$ cat src/common/dirty_consts.svh
/*
  dirty line tracker geometry and AXI4-Lite bus widths
*/
`ifndef DIRTY_CONSTS_SVH
`define DIRTY_CONSTS_SVH

`define LINE_COUNT 256
`define ROW_COUNT 32
`define ROW_BITS 5
`define BANK_BITS 3
`define AXI_ADDR_BITS 4
`define AXI_DATA_BITS 32

`endif

$ cat src/common/axil_pkg.sv
/*
  AXI4-Lite register offsets and response codes for the dirty tracker
*/
`include "dirty_consts.svh"

package axil_pkg;

  typedef enum logic [`AXI_ADDR_BITS-1:0] {
    REG_CTRL        = 4'h0,
    REG_STATUS      = 4'h4,
    REG_FLUSH_COUNT = 4'h8,
    REG_QUERY       = 4'hC
  } reg_off_e;

  typedef enum logic [1:0] {
    RESP_OKAY   = 2'b00,
    RESP_SLVERR = 2'b10
  } resp_e;

endpackage

$ cat src/common/cache_line_pkg.sv
/*
  cache line index views and the write port 0 requester type
*/
`include "dirty_consts.svh"

package cache_line_pkg;

  // bank picks the bit inside a RAM row
  typedef struct packed {
    logic [`BANK_BITS-1:0] bank;
    logic [`ROW_BITS-1:0]  row;
  } line_split_t;

  // same 8-bit line number seen flat or as bank/row
  typedef union packed {
    logic [`BANK_BITS+`ROW_BITS-1:0] flat;
    line_split_t                     split;
  } line_idx_u;

  // owner of RAM write port 0 with init first and fill last in priority
  typedef enum logic [1:0] {
    P0_NONE  = 2'd0,
    P0_INIT  = 2'd1,
    P0_CLEAR = 2'd2,
    P0_FILL  = 2'd3
  } p0_src_e;

endpackage

$ cat src/dirty/dirty_bits.sv
/*
  256 dirty bits mapped onto the 32 x 8 RAM,
  init sequencer and write port 0 arbitration
*/
`include "dirty_consts.svh"

module dirty_bits (
  input  logic                     clk,
  input  logic                     rst,
  input  logic                     rd_en,
  input  cache_line_pkg::line_idx_u rd_line,
  output logic                     rd_dirty,
  input  logic                     init_start,
  output logic                     init_busy,
  input  logic                     clr_en,
  input  cache_line_pkg::line_idx_u clr_line,
  output logic                     clr_ack,
  input  logic                     fill_valid,
  input  cache_line_pkg::line_idx_u fill_line,
  input  logic                     fill_dirty,
  output logic                     fill_ready,
  input  logic                     store_valid,
  input  cache_line_pkg::line_idx_u store_line
);

  logic [`ROW_BITS-1:0]    init_row;
  logic [`BANK_BITS-1:0]   rd_bank_q;
  logic [7:0]              rd_data;
  cache_line_pkg::p0_src_e p0_src;
  logic                    wr0_en;
  logic [4:0]              wr0_addr;
  logic [7:0]              wr0_bit_en;
  logic [7:0]              wr0_data;

  function automatic logic [7:0] bank_onehot(input logic [`BANK_BITS-1:0] bank);
    logic [7:0] oh;
    oh = '0;
    oh[bank] = 1'b1;
    return oh;
  endfunction

  // init clears one row per cycle, 32 cycles in all
  always_ff @(posedge clk) begin
    if (rst) begin
      init_busy <= 1'b0;
      init_row  <= '0;
    end else if (init_busy) begin
      init_row <= init_row + 1'b1;
      if (init_row == `ROW_BITS'(`ROW_COUNT - 1))
        init_busy <= 1'b0;
    end else if (init_start) begin
      init_busy <= 1'b1;
      init_row  <= '0;
    end
  end

  // bank travels with the RAM read address
  always_ff @(posedge clk) begin
    if (rst)
      rd_bank_q <= '0;
    else if (rd_en)
      rd_bank_q <= rd_line.split.bank;
  end

  assign rd_dirty = rd_data[rd_bank_q];

  // init beats clear beats fill on port 0
  always_comb begin
    if (init_busy)
      p0_src = cache_line_pkg::P0_INIT;
    else if (clr_en)
      p0_src = cache_line_pkg::P0_CLEAR;
    else if (fill_valid)
      p0_src = cache_line_pkg::P0_FILL;
    else
      p0_src = cache_line_pkg::P0_NONE;
  end

  always_comb begin
    wr0_en     = 1'b1;
    wr0_addr   = '0;
    wr0_bit_en = '0;
    wr0_data   = '0;
    case (p0_src)
      cache_line_pkg::P0_INIT: begin
        wr0_addr   = init_row;
        wr0_bit_en = 8'hff;
      end
      cache_line_pkg::P0_CLEAR: begin
        wr0_addr   = clr_line.split.row;
        wr0_bit_en = bank_onehot(clr_line.split.bank);
      end
      cache_line_pkg::P0_FILL: begin
        wr0_addr   = fill_line.split.row;
        wr0_bit_en = bank_onehot(fill_line.split.bank);
        wr0_data   = {8{fill_dirty}};
      end
      default: wr0_en = 1'b0;
    endcase
  end

  assign clr_ack    = (p0_src == cache_line_pkg::P0_CLEAR);
  assign fill_ready = !init_busy && !clr_en;

  dirty_ram ram0 (
    .clk        (clk),
    .rst        (rst),
    .rd_addr    (rd_line.split.row),
    .rd_en      (rd_en),
    .rd_data    (rd_data),
    .wr0_en     (wr0_en),
    .wr0_addr   (wr0_addr),
    .wr0_bit_en (wr0_bit_en),
    .wr0_data   (wr0_data),
    .wr1_en     (store_valid),
    .wr1_addr   (store_line.split.row),
    .wr1_bit_en (bank_onehot(store_line.split.bank)),
    .wr1_data   (8'hff)
  );

endmodule

$ cat src/dirty/dirty_ram.sv
/*
  32 x 8 dirty bit RAM with per-bit write enables,
  one registered-address read port and two write ports
*/
`include "dirty_consts.svh"

module dirty_ram (
  input  logic       clk,
  input  logic       rst,
  input  logic [4:0] rd_addr,
  input  logic       rd_en,
  output logic [7:0] rd_data,
  input  logic       wr0_en,
  input  logic [4:0] wr0_addr,
  input  logic [7:0] wr0_bit_en,
  input  logic [7:0] wr0_data,
  input  logic       wr1_en,
  input  logic [4:0] wr1_addr,
  input  logic [7:0] wr1_bit_en,
  input  logic [7:0] wr1_data
);

  logic [7:0]           mem [`ROW_COUNT];
  logic [`ROW_BITS-1:0] rd_addr_q;

  // port 1 comes second so its bits win on a collision
  always_ff @(posedge clk) begin
    for (int b = 0; b < 8; b++) begin
      if (wr0_en && wr0_bit_en[b])
        mem[wr0_addr][b] <= wr0_data[b];
      if (wr1_en && wr1_bit_en[b])
        mem[wr1_addr][b] <= wr1_data[b];
    end
  end

  always_ff @(posedge clk) begin
    if (rst)
      rd_addr_q <= '0;
    else if (rd_en)
      rd_addr_q <= rd_addr;
  end

  assign rd_data = mem[rd_addr_q];

endmodule

$ cat src/dirty_csr_axil.sv
/*
  AXI4-Lite slave: control, status, flush count
  and single line dirty query registers
*/
`include "dirty_consts.svh"

module dirty_csr_axil (
  input  logic                      clk,
  input  logic                      rst,
  input  logic                      awvalid,
  output logic                      awready,
  input  logic [`AXI_ADDR_BITS-1:0] awaddr,
  input  logic                      wvalid,
  output logic                      wready,
  input  logic [`AXI_DATA_BITS-1:0] wdata,
  output logic                      bvalid,
  input  logic                      bready,
  output logic [1:0]                bresp,
  input  logic                      arvalid,
  output logic                      arready,
  input  logic [`AXI_ADDR_BITS-1:0] araddr,
  output logic                      rvalid,
  input  logic                      rready,
  output logic [`AXI_DATA_BITS-1:0] rdata,
  output logic [1:0]                rresp,
  input  logic                      flush_busy,
  input  logic                      init_busy,
  input  logic [8:0]                flush_count,
  input  logic                      rd_dirty,
  output logic                      flush_start,
  output logic                      init_start,
  output logic                      q_rd_en,
  output logic [7:0]                q_line
);

  logic                      aw_got, w_got;
  axil_pkg::reg_off_e        aw_off_q, wr_off, ar_off_q;
  logic [`AXI_DATA_BITS-1:0] w_data_q, wr_data;
  logic                      wr_fire;
  logic                      rd_pend1, rd_pend2, q_err_q;

  // AW and W may arrive apart, the write fires once both are held
  assign awready = !aw_got && !bvalid;
  assign wready  = !w_got && !bvalid;
  assign wr_fire = (aw_got || (awvalid && awready)) && (w_got || (wvalid && wready));
  assign wr_off  = aw_got ? aw_off_q : axil_pkg::reg_off_e'(awaddr);
  assign wr_data = w_got ? w_data_q : wdata;
  assign bresp   = axil_pkg::RESP_OKAY;

  always_ff @(posedge clk) begin
    if (awvalid && awready)
      aw_off_q <= axil_pkg::reg_off_e'(awaddr);
    if (wvalid && wready)
      w_data_q <= wdata;
    if (wr_fire && wr_off == axil_pkg::REG_QUERY)
      q_line <= wr_data[7:0];
  end

  always_ff @(posedge clk) begin
    if (rst) begin
      aw_got      <= 1'b0;
      w_got       <= 1'b0;
      bvalid      <= 1'b0;
      flush_start <= 1'b0;
      init_start  <= 1'b0;
    end else begin
      flush_start <= 1'b0;
      init_start  <= 1'b0;
      if (bvalid && bready)
        bvalid <= 1'b0;
      if (wr_fire) begin
        aw_got <= 1'b0;
        w_got  <= 1'b0;
        bvalid <= 1'b1;
        // starts while busy are dropped, init wins over flush
        if (wr_off == axil_pkg::REG_CTRL && !flush_busy && !init_busy) begin
          init_start  <= wr_data[1];
          flush_start <= wr_data[0] && !wr_data[1];
        end
      end else begin
        aw_got <= aw_got || (awvalid && awready);
        w_got  <= w_got || (wvalid && wready);
      end
    end
  end

  // read pipe: latch offset, then RAM read, then return data
  assign arready = !rd_pend1 && !rd_pend2 && !rvalid;
  assign q_rd_en = rd_pend1 && ar_off_q == axil_pkg::REG_QUERY && !flush_busy;

  always_ff @(posedge clk) begin
    if (rst) begin
      rd_pend1 <= 1'b0;
      rd_pend2 <= 1'b0;
      rvalid   <= 1'b0;
    end else begin
      rd_pend1 <= arvalid && arready;
      rd_pend2 <= rd_pend1;
      if (rd_pend2)
        rvalid <= 1'b1;
      else if (rready)
        rvalid <= 1'b0;
    end
  end

  always_ff @(posedge clk) begin
    if (arvalid && arready)
      ar_off_q <= axil_pkg::reg_off_e'(araddr);
    if (rd_pend1)
      q_err_q <= ar_off_q == axil_pkg::REG_QUERY && flush_busy;
    if (rd_pend2) begin
      rresp <= q_err_q ? axil_pkg::RESP_SLVERR : axil_pkg::RESP_OKAY;
      case (ar_off_q)
        axil_pkg::REG_STATUS:      rdata <= {30'b0, init_busy, flush_busy};
        axil_pkg::REG_FLUSH_COUNT: rdata <= {23'b0, flush_count};
        axil_pkg::REG_QUERY:       rdata <= {31'b0, rd_dirty && !q_err_q};
        default:                   rdata <= '0;
      endcase
    end
  end

endmodule

$ cat src/dirty_tracker_top.sv
/*
  dirty tracker top: dirty bit store, flush scanner,
  AXI4-Lite registers and the shared read port select
*/
`include "dirty_consts.svh"

module dirty_tracker_top (
  input  logic                      clk,
  input  logic                      rst,
  input  logic                      store_valid,
  input  logic [7:0]                store_line,
  input  logic                      fill_valid,
  input  logic [7:0]                fill_line,
  input  logic                      fill_dirty,
  output logic                      fill_ready,
  output logic                      wb_valid,
  output logic [7:0]                wb_line,
  input  logic                      wb_ready,
  input  logic                      awvalid,
  output logic                      awready,
  input  logic [`AXI_ADDR_BITS-1:0] awaddr,
  input  logic                      wvalid,
  output logic                      wready,
  input  logic [`AXI_DATA_BITS-1:0] wdata,
  output logic                      bvalid,
  input  logic                      bready,
  output logic [1:0]                bresp,
  input  logic                      arvalid,
  output logic                      arready,
  input  logic [`AXI_ADDR_BITS-1:0] araddr,
  output logic                      rvalid,
  input  logic                      rready,
  output logic [`AXI_DATA_BITS-1:0] rdata,
  output logic [1:0]                rresp
);

  logic                      init_start, flush_start;
  logic                      init_busy, flush_busy;
  logic                      rd_en, rd_dirty;
  cache_line_pkg::line_idx_u rd_line;
  logic                      scan_rd_en;
  cache_line_pkg::line_idx_u scan_rd_line;
  logic                      clr_en, clr_ack;
  cache_line_pkg::line_idx_u clr_line;
  logic [8:0]                flush_count;
  logic                      q_rd_en;
  logic [7:0]                q_line;

  // scanner owns the read port for the whole flush
  assign rd_en   = flush_busy ? scan_rd_en : q_rd_en;
  assign rd_line = flush_busy ? scan_rd_line.flat : q_line;

  dirty_bits bits0 (
    .clk         (clk),
    .rst         (rst),
    .rd_en       (rd_en),
    .rd_line     (rd_line),
    .rd_dirty    (rd_dirty),
    .init_start  (init_start),
    .init_busy   (init_busy),
    .clr_en      (clr_en),
    .clr_line    (clr_line),
    .clr_ack     (clr_ack),
    .fill_valid  (fill_valid),
    .fill_line   (fill_line),
    .fill_dirty  (fill_dirty),
    .fill_ready  (fill_ready),
    .store_valid (store_valid),
    .store_line  (store_line)
  );

  flush_scanner scan0 (
    .clk         (clk),
    .rst         (rst),
    .start       (flush_start),
    .busy        (flush_busy),
    .rd_en       (scan_rd_en),
    .rd_line     (scan_rd_line),
    .rd_dirty    (rd_dirty),
    .clr_en      (clr_en),
    .clr_line    (clr_line),
    .clr_ack     (clr_ack),
    .wb_valid    (wb_valid),
    .wb_line     (wb_line),
    .wb_ready    (wb_ready),
    .flush_count (flush_count)
  );

  dirty_csr_axil csr0 (
    .clk         (clk),
    .rst         (rst),
    .awvalid     (awvalid),
    .awready     (awready),
    .awaddr      (awaddr),
    .wvalid      (wvalid),
    .wready      (wready),
    .wdata       (wdata),
    .bvalid      (bvalid),
    .bready      (bready),
    .bresp       (bresp),
    .arvalid     (arvalid),
    .arready     (arready),
    .araddr      (araddr),
    .rvalid      (rvalid),
    .rready      (rready),
    .rdata       (rdata),
    .rresp       (rresp),
    .flush_busy  (flush_busy),
    .init_busy   (init_busy),
    .flush_count (flush_count),
    .rd_dirty    (rd_dirty),
    .flush_start (flush_start),
    .init_start  (init_start),
    .q_rd_en     (q_rd_en),
    .q_line      (q_line)
  );

endmodule

$ cat src/flush_scanner.sv
/*
  flush FSM: reads every line in order, hands dirty ones
  to the write-back port, clears them and counts them
*/
`include "dirty_consts.svh"

module flush_scanner (
  input  logic                      clk,
  input  logic                      rst,
  input  logic                      start,
  output logic                      busy,
  output logic                      rd_en,
  output cache_line_pkg::line_idx_u rd_line,
  input  logic                      rd_dirty,
  output logic                      clr_en,
  output cache_line_pkg::line_idx_u clr_line,
  input  logic                      clr_ack,
  output logic                      wb_valid,
  output logic [7:0]                wb_line,
  input  logic                      wb_ready,
  output logic [8:0]                flush_count
);

  localparam logic [2:0] S_IDLE  = 3'd0;
  localparam logic [2:0] S_READ  = 3'd1;
  localparam logic [2:0] S_CHECK = 3'd2;
  localparam logic [2:0] S_WB    = 3'd3;
  localparam logic [2:0] S_CLEAR = 3'd4;

  logic [2:0] state;
  logic [7:0] line_q;
  logic       last_line;

  assign last_line = (line_q == 8'(`LINE_COUNT - 1));

  always_ff @(posedge clk) begin
    if (rst) begin
      state       <= S_IDLE;
      line_q      <= '0;
      flush_count <= '0;
    end else begin
      case (state)
        S_IDLE: begin
          if (start) begin
            line_q      <= '0;
            flush_count <= '0;
            state       <= S_READ;
          end
        end
        S_READ: state <= S_CHECK;
        S_CHECK: begin
          if (rd_dirty)
            state <= S_WB;
          else if (last_line)
            state <= S_IDLE;
          else begin
            line_q <= line_q + 1'b1;
            state  <= S_READ;
          end
        end
        // line index is held stable while write-back stalls
        S_WB: begin
          if (wb_ready) begin
            flush_count <= flush_count + 1'b1;
            state       <= S_CLEAR;
          end
        end
        S_CLEAR: begin
          if (clr_ack) begin
            if (last_line)
              state <= S_IDLE;
            else begin
              line_q <= line_q + 1'b1;
              state  <= S_READ;
            end
          end
        end
        default: state <= S_IDLE;
      endcase
    end
  end

  assign busy     = (state != S_IDLE);
  assign rd_en    = (state == S_READ);
  assign rd_line  = line_q;
  assign clr_en   = (state == S_CLEAR);
  assign clr_line = line_q;
  assign wb_valid = (state == S_WB);
  assign wb_line  = line_q;

endmodule

$ cat config.mk
export PLATFORM = sky130hd
export DESIGN_NAME = dirty_tracker_top
export DESIGN_NICKNAME = d
export VERILOG_FILES = /design/src/common/axil_pkg.sv /design/src/common/cache_line_pkg.sv /design/src/dirty/dirty_bits.sv /design/src/dirty/dirty_ram.sv /design/src/dirty_csr_axil.sv /design/src/dirty_tracker_top.sv /design/src/flush_scanner.sv
export VERILOG_INCLUDE_DIRS = /design/src /design/src/common
export SDC_FILE = /design/constraint.sdc
export NUM_CORES = 1
export LEC_CHECK = 0
export ABC_AREA = 1
export BUFFER_PORTS_ARGS = -buffer_cell sky130_fd_sc_hd__buf_2
export CELL_PAD_IN_SITES_DETAIL_PLACEMENT = 0
export CELL_PAD_IN_SITES_GLOBAL_PLACEMENT = 1
export CORE_MARGIN = 5
export CORE_UTILIZATION = 41
export CTS_CLUSTER_SIZE = 24
export DETAILED_ROUTE_END_ITERATION = 7
export PLACE_DENSITY = 0.78
export SETUP_SLACK_MARGIN = 0.2
export SYNTH_ARGS = -nofsm -noshare
export SYNTH_HDL_FRONTEND = slang
export SYNTH_HIERARCHICAL = 1
export SYNTH_SLANG_ARGS = --single-unit
$ cat constraint.sdc
create_clock -name clk -period 2.7 [get_ports clk]
set_input_delay 0.405 -clock clk [delete_from_list [all_inputs] [get_ports clk]]
set_output_delay 0.405 -clock clk [all_outputs]
set_load 0.02 [all_outputs]
* Word level (Yosys, flattened, before mapping)
Memory sizes are Yosys's and may differ from the RTL's. A register that Yosys moved wholly into a read port is not among the register bits.
Index checks and enable logic that the tools add are counted.
** Storage, ports and cells
- Register bits after elaboration :: 101
- Memory bits (writable) :: 256
- Input port bits :: 67
- Output and inout bits :: 51
- Logic and storage cells :: 194
- Memories kept :: 1
** Memories
- bits0.ram0.mem :: words 32, bits a word 8, read ports 1, clocked after Yosys merged registers in 1, write ports 2, RTL line dirty_ram.sv:23 : logic [7:0] mem [`ROW_COUNT];
** Operators by class
- $add $sub $neg :: 3
- $lt $le $gt $ge :: 7
- Equal/unequal tests :: 17
- Muxes and demuxes :: 78
- Bitwise gates (word level) :: 2
- Reductions and logical operators :: 64
** Operator list (count)
- $mux 8 :: 7
- $pmux 8 s3 :: 2
- $mux 1 :: 46
- $logic_and 1x1->1 :: 37
- $pmux 9 s3 :: 1
- $mux 5 :: 4
- $mux 9 :: 2
- $pmux 9 s2 :: 1
- $lt 3x4->1 const B :: 4
- $pmux 3 s5 :: 1
- $pmux 5 s3 :: 1
- $eq 4x4->1 const B :: 3
- $mux 3 :: 4
- $logic_not 1->1 :: 11
- $add 9x1->9 const B :: 1
- $demux 1 s3 :: 3
- $ge 3x1->1 const B :: 3
- $add 8x1->8 const B :: 1
- $eq 8x8->1 const B :: 1
- $mux 2 :: 4
- $reduce_bool 2->1 :: 4
- $eq 3x2->1 const B :: 2
- $reduce_and 3->1 :: 2
- $reduce_bool 3->1 :: 2
- other kinds (18) :: 24

* Longest topological paths before layout
Gate-level depths: netlist (run 1).
- Depth after elaboration :: 9
- Depth in mapped cells :: 24
- Mapped depth without buffers :: 22

* Cells and area by module
The synthesis (run 1) kept the hierarchy.
** Modules (own cells, without submodules)
- dirty_ram :: times used 1, cells an instance 2145, area each 15929.0 µm²
- dirty_csr_axil :: times used 1, cells an instance 176, area each 1889.3 µm²
- flush_scanner :: times used 1, cells an instance 227, area each 1443.9 µm²
- dirty_bits :: times used 1, cells an instance 153, area each 895.9 µm²
- dirty_tracker_top :: times used 1, cells an instance 29, area each 116.4 µm²

* Worst setup path before layout (run 1)
OpenSTA, ideal clock, no wires.
- Kind :: register to register
- Start point :: reg scan0.state[1]
- End point :: mem bits0.ram0.mem[15][0], data pin
- Setup time :: 0.152 ns
- Arrival :: 2.653 ns
- Required time :: 2.548 ns
- Path slack :: -0.106 ns
- Stages on the path, launching flop included :: 12
- Buffers on the path :: 1
- Period minus slack after synthesis :: 2.806 ns
- Path through :: dfxtp_1 -> nor2_4 -> nand2_1 -> inv_1 -> inv_2 -> nand2_4 -> nor2_8 -> inv_2 -> nor2_1 -> buf_1 -> nand2_1 -> o21ai_0
** RTL lines
- start, declared :: RTL line flush_scanner.sv:30 : logic [2:0] state;
- start signal, assigned :: RTL line flush_scanner.sv:38 : state <= S_IDLE;
- start signal, assigned :: RTL line flush_scanner.sv:47 : state <= S_READ;
- start signal, assigned :: RTL line flush_scanner.sv:50 : S_READ: state <= S_CHECK;
- end, declared :: RTL line dirty_ram.sv:23

==> results of run 1 <==
## kinds of logic (layout without fill, tap and decap cells)
| logic type | Yosys count | in the layout |
|---|---|---|
| other cells | 2 | 34 |
| simple gates | 1489 | 1489 |
| flops | 338 | 338 |
| xor+xnor | 1 | 1 |
| fa+ha+maj | 4 | 4 |
| buf+inv | 322 | 396 |
| compound gates | 574 | 574 |
## synthesized netlist by cell type (4+ instances only)
cell type / count
sky130_fd_sc_hd__buf_1: 27
sky130_fd_sc_hd__o21ai_0: 506
sky130_fd_sc_hd__clkbuf_1: 88
sky130_fd_sc_hd__dfxtp_1: 47
sky130_fd_sc_hd__ha_1: 4
sky130_fd_sc_hd__nand3_1: 247
sky130_fd_sc_hd__a21oi_1: 36
sky130_fd_sc_hd__edfxtp_1: 291
sky130_fd_sc_hd__nor3_2: 8
sky130_fd_sc_hd__o21ai_1: 24
sky130_fd_sc_hd__nor2_4: 5
sky130_fd_sc_hd__inv_2: 13
sky130_fd_sc_hd__o21ai_2: 4
sky130_fd_sc_hd__nor2_1: 102
sky130_fd_sc_hd__nand2_4: 8
sky130_fd_sc_hd__buf_4: 42
sky130_fd_sc_hd__nand2_2: 5
sky130_fd_sc_hd__inv_1: 107
sky130_fd_sc_hd__nor3_1: 13
sky130_fd_sc_hd__nand2_1: 1085
sky130_fd_sc_hd__buf_2: 37
## power by group
| group | switching (mW) | internal, mW | total, mW |
|---|---|---|---|
| sequential | 0.0325 | 5.72 | 5.75 |
| combinational | 0.756 | 0.288 | 1.04 |
| clock | 2.28 | 3.00 | 5.28 |
## worst max-delay path, cell delays in order, from the launching register on
cell	delay (ns)
sky130_fd_sc_hd__dfxtp_4	0.40
sky130_fd_sc_hd__buf_12	0.17
sky130_fd_sc_hd__buf_12	0.14
sky130_fd_sc_hd__buf_16	0.14
sky130_fd_sc_hd__nand2_1	0.07
sky130_fd_sc_hd__nand3_2	0.12
sky130_fd_sc_hd__nand3_2	0.10
sky130_fd_sc_hd__nand2_1	0.05
sky130_fd_sc_hd__nand2_1	0.05
sky130_fd_sc_hd__nand2_1	0.06
sky130_fd_sc_hd__nand2_1	0.06
sky130_fd_sc_hd__nand2_1	0.06
sky130_fd_sc_hd__inv_1	0.06
sky130_fd_sc_hd__nand2_1	0.06
sky130_fd_sc_hd__nand3_1	0.07
sky130_fd_sc_hd__nand2_1	0.07
sky130_fd_sc_hd__nand2_2	0.08
sky130_fd_sc_hd__nand2_4	0.09
sky130_fd_sc_hd__inv_4	0.07
sky130_fd_sc_hd__a21oi_4	0.05
sky130_fd_sc_hd__nor2_4	0.22
sky130_fd_sc_hd__nand2_4	0.11
sky130_fd_sc_hd__o21ai_2	0.12
sky130_fd_sc_hd__nor2_1	0.05
## stage by stage
| step | instance area [µm²] | hold WS [ns] | total power, mW |
|---|---|---|---|
| after global placement | 21600 | 0.4445 | 6.710 |
| after detailed placement | 21600 | 0.4530 | 6.741 |
| after floorplan | 20400 | 0.4264 | 6.467 |
| final | 24640 | 0.03042 | 12.08 |
| after global routing | 24640 | 0.005365 | 12.45 |
| after CTS | 24020 | 0.0005668 | 12.02 |
## routing by layer
metal	up-vias	wire (µm)	GRT usage, %	share of wire [%]
met1	9058	28040	32.93	41
met5	-	0	0	0
met4	0	2372	9.213	3.4
met3	146	5677	3.819	8.2
met2	866	32830	41.66	48
li1	9274	-	-	-
## path summary, 6_finish.rpt
path,from,end,cells past startpoint
max reg2reg,flip-flop,scan0/clr_line[1],23
max,flip-flop,scan0/clr_line[1],23
min,wdata[1],csr0/w_data_q[1],1
min reg2reg,bits0/ram0/rd_addr_q[2],flip-flop,2
## repair_timing
item / in CTS / in global routing
hold buffers: 11 / 0
cloned: 10 / 1
pin swaps: 43 / 24
hold endpoints to repair: 11 / 0
buffers inserted: 10 / 5
setup endpoints to repair: 204 / 267
gates resized for setup: 237 / 191
## area by class of cell
| cell class | count | area share [%] |
|---|---|---|
| repair inverters | 1 | 0.1219 |
| flip-flops and latches | 338 | 39.32 |
| multi-input cells | 2102 | 42.14 |
| well taps | 664 | 3.372 |
| clock buffers | 50 | 4.337 |
| inverters | 124 | 1.970 |
| repair buffers | 203 | 8.095 |
| clock inverters | 18 | 0.6399 |
## flip-flops by register name, indices dropped and copies added, names as in the netlist, 3 cells and up, named ones only
name and count:
bits0/ram0/mem 256, csr0/rdata 9, scan0/flush_count 9, csr0/q_line 8
csr0/w_data_q 8, scan0/clr_line 8, bits0/init_row 5, bits0/ram0/rd_addr_q 5
csr0/ar_off_q 4, csr0/aw_off_q 4, bits0/rd_bank_q 3, scan0/state 3
==> summary.md, run 1 <==
| Metric | Value |
|---|---|
| Number of buffers created by CTS | `40` |
| Worst Setup Slack, final | `0.1087 ns` |
| Number of synthesized flops with an enable pin | `291` |
| Number of synthesized register bits | `338` |
| Relative slew slack | `52.59%` |
| Pin count of the biggest net entering global routing | `119` |
| Dominant cell type by area after synthesis | `sky130_fd_sc_hd__edfxtp_1` |
| P per Cell Area | `490.2 nW/µm²` |
| Multi-input combinational cell area | `10380 µm²` |
| Number of vias per cell | `5.527` |
| Standard-cell row count | `81` |
| Compound-gate portion of the synthesized area | `14.32%` |
| Die height | `232.4 µm` |
| Initial DRC Count | `2190` |
| Global router's overall resource usage | `24.92%` |
| Net count reported at finish | `2881` |
| Fin. Hold Viols | `0` |
| RSZ-0062 raised after global routing | `yes` |
| Sum of negative setup slack | `0 ns` |
| YS warnings | `6` |
| Post-synthesis simple-gate area fraction | `30.47%` |
| Insertion delay of the later-clocked pin in the worst-skew pair | `0.57 ns` |
| HPWL after detailed placement | `41.51 mm` |
| Number of clock sinks | `338` |
| Largest cells by area after synthesis | `sky130_fd_sc_hd__edfxtp_1 43%, sky130_fd_sc_hd__nand2_1 20%, sky130_fd_sc_hd__o21ai_0 12%` |
| Count of placed standard cells including taps | `3395` |
| Slew at the pin closest to its max-slew limit | `0.7085 ns` |
| # H-tree levels | `2` |
| Commonest cells after routing, fill and taps aside | `1019 x sky130_fd_sc_hd__nand2_1, 380 x sky130_fd_sc_hd__o21ai_0, 291 x sky130_fd_sc_hd__edfxtp_1` |
| Gate count after technology mapping | `2730` |
| Time the worst path needs with I/O delays and setup | `2.591 ns` |
| Global route overflow | `0` |
| Wirelength, routed | `68.92 mm` |
| Clock slew seen by the registers of the worst setup and hold paths | `0.06 ns` |
| Endpoint required time on the critical path | `3.17 ns` |
| Maximum vdd drop | `0.4553 mV` |
| Setup crit end kind | `flip-flop` |
| Launching element type of the critical path | `flip-flop` |
| Antenna fix cells | `0` |
| Status | `completed` |
| Worst-case register-to-register setup slack | `0.11 ns` |
| Share of flip-flops with an asynchronous set or reset after synthesis | `0%` |
| Final period util | `95.97%` |
| Top-level port count | `118` |
| Maximum operating frequency | `385.9 MHz` |
| First-pass DRT Iterations | `6` |
| Area share of fa/ha/maj cells after synthesis | `0.2469%` |
| Final ANT Viol Nets | `0` |
| Width of the chip | `232.4 µm` |
| Worst slack, placed | `-0.09649 ns` |
| Layout Utilization | `50.33%` |
| Share of synthesized area spent on multiplexers | `0%` |
| Synth Cell Area | `20270 µm²` |
| Leakage power | `9.386 nW` |
| CTS tree | `done` |
| Setup Viol. Count Final | `0` |
| Clk_skew | `0.02809 ns` |
| Via count of the first global-routing pass | `18250` |
| Global-route wire length before repair | `104.3 mm` |
| Port bufs | `67` |
| Max clock buf depth | `3` |
| Layout area overhead | `21.52%` |
| Maximum fanout along the worst path | `8` |
| Dominant register cell in the synthesized netlist | `sky130_fd_sc_hd__edfxtp_1` |
| Antenna violations before repair | `0` |
| Post-synthesis area per instance | `7.427 µm²` |
| Share of the synthesized area in the top cell type | `43.10%` |
| CP Class | `reg -> reg` |
| Detail-routed net length per standard cell | `19.69 µm` |
| Starting utilization of the core area | `41.42%` |
| Sequential cell area | `9688 µm²` |
| Largest family of logic cells by synthesized area | `simple AND/OR/NAND/NOR gates` |
| Drc violations | `0` |
| Max-cap violations | `0` |
| Count of distinct cell types in the synthesized netlist | `37` |
| Most frequent standard cell in the layout excluding fill and tap cells | `sky130_fd_sc_hd__nand2_1` |
| Clock root cell | `sky130_fd_sc_hd__clkbuf_16` |
| Number of standard cells in the layout, taps in and fillers out | `3500` |
| Final weighted congestion of routability-driven global placement | `0.8787` |
| Fill cell instance count of the final layout | `4563` |
| Core outline area | `48950 µm²` |
| Register area share after synthesis | `47.74%` |
| Count of pins over their slew limit | `0` |
| Share of final-layout standard cells stronger than drive strength 1 | `18.72%` |
| Class of the tightest hold or removal check | `in -> reg` |
| Xor and xnor fraction of the mapped netlist area | `0.04320%` |
| Arrival @ worst endpoint | `3.06 ns` |
| Number of vias after detailed routing | `19340` |
| Total die area | `54000 µm²` |
Power figures use the tool's default switching activity.
==> run 2, diff against run 1 <==
--- a/config.mk
+++ b/config.mk
@@ -11,12 +11,11 @@
 export CELL_PAD_IN_SITES_DETAIL_PLACEMENT = 0
 export CELL_PAD_IN_SITES_GLOBAL_PLACEMENT = 1
 export CORE_MARGIN = 5
-export CORE_UTILIZATION = 41
+export CORE_UTILIZATION = 29
 export CTS_CLUSTER_SIZE = 24
 export DETAILED_ROUTE_END_ITERATION = 7
-export PLACE_DENSITY = 0.78
+export PLACE_DENSITY = 0.61
 export SETUP_SLACK_MARGIN = 0.2
 export SYNTH_ARGS = -nofsm -noshare
 export SYNTH_HDL_FRONTEND = slang
-export SYNTH_HIERARCHICAL = 1
 export SYNTH_SLANG_ARGS = --single-unit
==> run 2 against run 1 <==
Compared with the run above: sequential power up 2%; area after synthesis fell by 12%; clock power rose by 11%; critical path type unchanged; largest cell class unchanged.
==> summary.md, run 2 <==
| Metric | Value |
|---|---|
| Status | `completed` |
| Worst path depth | `15 (-35%)` |
| Wirelength, routed | `76.34 mm (+11%)` |
| Share of flip-flops with an asynchronous set or reset after synthesis | `0% (unchanged)` |
| Total die area | `66300 µm² (+23%)` |
| Clock share of power | `43.2% (-0.5 points)` |
| Slew at the pin closest to its max-slew limit | `0.7681 ns (+0.05967 ns)` |
| Final design area excluding fillers | `21470 µm² (-13%)` |
| Dominant register cell in the synthesized netlist | `sky130_fd_sc_hd__dfxtp_1` |
| Global-route wire length before repair | `111.2 mm (+6.6%)` |
| Share of the synthesized area in the top cell type | `34.15% (-9.0 points)` |
| Top cell by count, worst path | `sky130_fd_sc_hd__nand3_1` |
| Endpoint of the worst hold path | `csr0.aw_off_q[3]` |
| Number of vias after detailed routing | `18860 (-2.5%)` |
| Pin count of the biggest net entering global routing | `47 (-61%)` |
| Max-cap violations | `0 (unchanged)` |
| PnR Total Power | `13.59 mW (+12%)` |
| Leakage power | `8.769 nW (-6.6%)` |
| # H-tree levels | `2 (unchanged)` |
| Time the worst path needs with I/O delays and setup | `2.399 ns (-0.1918 ns)` |
| Number of clock sinks | `338 (unchanged)` |
| Clk_skew | `0.01517 ns (-0.01292 ns)` |
| Final ANT Viol Nets | `0 (unchanged)` |
| Die height | `257.5 µm (+11%)` |
| Critical Path Max Stage Delay | `0.45 ns (+0.05 ns)` |
| CTS tree | `done` |
| Largest registers ranked by flip-flop count | `bits0.ram0.mem (256), csr0.rdata (9), scan0.flush_count (9)` |
| Layout area overhead | `20.88%` |
| Tightest hold margin | `0.03542 ns (+0.005001 ns)` |
| Worst slack, placed | `-0.002662 ns (+0.09383 ns)` |
| Library cell with the highest instance count after synthesis | `sky130_fd_sc_hd__nand3_1` |
| HPWL after detailed placement | `47.01 mm (+13%)` |
| Gate count after technology mapping | `2591 (-5.1%)` |
| Final period util | `88.87% (-7.1 points)` |
| Ordered cell list for the critical path | `clkinv_8 -> buf_16 -> nand2_1 -> nand3_1 -> nand3_1 -> nand3_1 -> nand3_1 -> nand2_1 -> nand2_1 -> nand3_1 -> nand3_1 -> nand2_4 -> buf_4 -> nand2_1 -> o221ai_1` |
| Number of vias per cell | `5.434 (-1.7%)` |
| P per Cell Area | `632.7 nW/µm² (+29%)` |
| Maximum operating frequency | `416.8 MHz (+8.0%)` |
| Count of pins over their slew limit | `0 (unchanged)` |
| Final weighted congestion of routability-driven global placement | `0.9130 (+3.9%)` |
| Port bufs | `67 (unchanged)` |
| Register area share after synthesis | `40.06% (-7.7 points)` |
| Core outline area | `60470 µm² (+24%)` |
| Maximum vdd drop | `0.4171 mV (-8.4%)` |
| Share of final-layout standard cells stronger than drive strength 1 | `14.15% (-4.6 points)` |
| Max FFs per register | `256 (unchanged)` |
| Largest cells by area after synthesis | `sky130_fd_sc_hd__dfxtp_1 34%, sky130_fd_sc_hd__nand3_1 22%, sky130_fd_sc_hd__nand2_1 13%` |
| Worst-case register-to-register setup slack | `0.30 ns (+0.19 ns)` |
| Launching element type of the critical path | `flip-flop` |
| Insertion delay of the later-clocked pin in the worst-skew pair | `0.57 ns (about the same)` |
| Fill cell instance count of the final layout | `6409 (+40%)` |
| Max clock buf depth | `3 (unchanged)` |
| Switching Fraction | `28.34% (+2.9 points)` |
| Register with the highest flop count | `bits0.ram0.mem` |
| Most frequent standard cell in the layout excluding fill and tap cells | `sky130_fd_sc_hd__nand3_1` |
| Reg-to-reg critical path endpoint | `csr0.rdata[0]` |
| Library cell contributing the largest single delay on the critical path | `sky130_fd_sc_hd__dfxtp_4` |
| Fin. Hold Viols | `0 (unchanged)` |
| Worst Setup Slack, final | `0.3005 ns (+0.1918 ns)` |
| First-pass DRT Iterations | `5 (-1)` |
| Top-level port count | `118 (unchanged)` |
| Setup crit end kind | `flip-flop` |
| Initial DRC Count | `1869 (-15%)` |
| Width of the chip | `257.5 µm (+11%)` |
| Antenna violations before repair | `3 (+3)` |
| Top Family by Delay on Critical Path | `simple AND/OR/NAND/NOR gates` |
| Internal cell power | `9.735 mW (+8.1%)` |
| Placement Cell Area | `19310 µm² (-11%)` |
| Top cells by count, synth | `784 x sky130_fd_sc_hd__nand3_1, 631 x sky130_fd_sc_hd__nand2_1, 303 x sky130_fd_sc_hd__dfxtp_1` |
| Relative slew slack | `48.60% (-4.0 points)` |
| Net count reported at finish | `2725 (-5.4%)` |
| Maximum fanout along the worst path | `22 (+14)` |
| Endpoint required time on the critical path | `3.00 ns (-0.17 ns)` |
| Synth Cell Area | `17760 µm² (-12%)` |
| Setup Viol. Count Final | `0 (unchanged)` |
| Logic gate share of total power | `13.8% (+5.2 points)` |
| Commonest cells after routing, fill and taps aside | `767 x sky130_fd_sc_hd__nand3_1, 628 x sky130_fd_sc_hd__nand2_1, 301 x sky130_fd_sc_hd__dfxtp_1` |
| Number of standard cells in the layout, taps in and fillers out | `3470 (-0.86%)` |
| Detail-routed net length per standard cell | `22.00 µm (+12%)` |
| Via count of the first global-routing pass | `17870 (-2.1%)` |
| Number of buffers created by CTS | `43 (+7.5%)` |
| Drc violations | `0 (unchanged)` |
| Starting utilization of the core area | `29.38% (-12 points)` |
| Number of synthesized flops with an enable pin | `35 (-88%)` |
| Class of the tightest hold or removal check | `in -> reg` |
| Switching power summed over all nets | `3.850 mW (+25%)` |
| Global route overflow | `0 (unchanged)` |
| CP Class | `reg -> reg` |
| Number of synthesized register bits | `338 (unchanged)` |
| Post-synthesis area per instance | `6.856 µm² (-7.7%)` |
| Global router's overall resource usage | `21.57% (-3.4 points)` |
| Standard-cell row count | `90 (+11%)` |
| Hold Path Stages | `1 (unchanged)` |
| Part of the power in registers | `43.0% (-4.6 points)` |
| Dominant cell type by area after synthesis | `sky130_fd_sc_hd__dfxtp_1` |
| Hold Crit Start | `awaddr[3]` |
| Arrival @ worst endpoint | `2.70 ns (-0.36 ns)` |
| Clock root cell | `sky130_fd_sc_hd__clkbuf_16` |
| Count of distinct cell types in the synthesized netlist | `44 (+19%)` |
| RSZ-0062 raised after global routing | `yes` |
| Count of placed standard cells including taps | `3352 (-1.3%)` |
| Reg2Reg Depth | `15 (-35%)` |
| YS warnings | `0 (-6)` |
| Clock slew seen by the registers of the worst setup and hold paths | `0.06 ns (about the same)` |
| Total buffers and inverters traversed by the critical path | `3 (-2)` |
run 2: cell type report:
type / instances / area (µm²) / share of cell area [%]
sequential: 338 / 7122 / 33.17
antenna: 2 / 5.005 / 0.02331
clock inverter: 13 / 147.6 / 0.6876
clock buffer: 64 / 1265 / 5.891
tap: 782 / 978.4 / 4.557
inverter: 127 / 518.0 / 2.412
multi-input combinational: 1959 / 9592 / 44.67
timing repair buffer: 185 / 1844 / 8.589
run 2: how the worst max path moves through the flow:
stage | from | endpoint | slack [ns]
floorplan | csr0.bvalid | csr0.q_line[0] | 0.20
global placement | scan0.state[0] | bits0.ram0.mem[18][4] | 0.03
detailed placement | scan0.state[0] | bits0.ram0.mem[27][4] | -0.003
CTS | scan0.state[0] | bits0.ram0.mem[26][7] | 0.25
global route | scan0.state[0] | bits0.ram0.mem[22][6] | 0.17
finish | flip-flop | csr0.rdata[0] | 0.30
run 2: what timing repair did:
item                                    4_1_cts  5_1_grt
pin swaps                                     1        6
endpoints found under the setup margin       49      215
buffers inserted                              2       13
endpoints found under the hold margin        15        0
hold buffers                                 15        0
resized for setup                             6       36
cloned                                        2        7
run 2: logic make-up after synthesis:
kind of cell | share of synthesized area [%]
and+or+nand+nor | 41.94
DFF | 40.06
AOI/OAI and AO/OA | 9.713
buffers and inverters | 7.819
adders and majority gates | 0.2818
muxes | 0.1127
other | 0.02111
xor gates and xnor gates | 0.04932
run 2: per-layer routing:
layer | GRT usage (%) | part of all wire (%) | vias to the layer above
li1 | - | - | 8894
met5 | 0.3655 | 0.0092 | -
met3 | 4.461 | 7.6 | 140
met2 | 34.00 | 45 | 781
met1 | 29.45 | 44 | 9038
met4 | 7.461 | 3.0 | 2
run 2: power by group through the flow:
stage / registers (mW) / logic [mW] / clock network [mW]
detailed placement: 5.94 / 1.76 / 0
global route: 5.89 / 2.06 / 6.18
finish: 5.84 / 1.88 / 5.87
floorplan: 5.88 / 1.15 / 0
global placement: 5.93 / 1.73 / 0
CTS: 5.83 / 1.79 / 5.98
run 2: worst reg2reg max path: stages (launching register included):
cell and delay (ns):
sky130_fd_sc_hd__dfxtp_4 0.45, sky130_fd_sc_hd__clkinv_8 0.15, sky130_fd_sc_hd__buf_16 0.19, sky130_fd_sc_hd__nand2_1 0.10
sky130_fd_sc_hd__nand3_1 0.07, sky130_fd_sc_hd__nand3_1 0.14, sky130_fd_sc_hd__nand3_1 0.16, sky130_fd_sc_hd__nand3_1 0.15
sky130_fd_sc_hd__nand2_1 0.06, sky130_fd_sc_hd__nand2_1 0.06, sky130_fd_sc_hd__nand3_1 0.07, sky130_fd_sc_hd__nand3_1 0.14
sky130_fd_sc_hd__nand2_4 0.10, sky130_fd_sc_hd__buf_4 0.15, sky130_fd_sc_hd__nand2_1 0.04, sky130_fd_sc_hd__o221ai_1 0.09
run 2: per-stage QoR:
stage	utilization [%]	setup TNS, ns
after floorplan	-	0
after global placement	31.93	0
after detailed placement	31.93	-0.004869
after CTS	34.69	0
after global routing	35.50	0
final	35.51	0
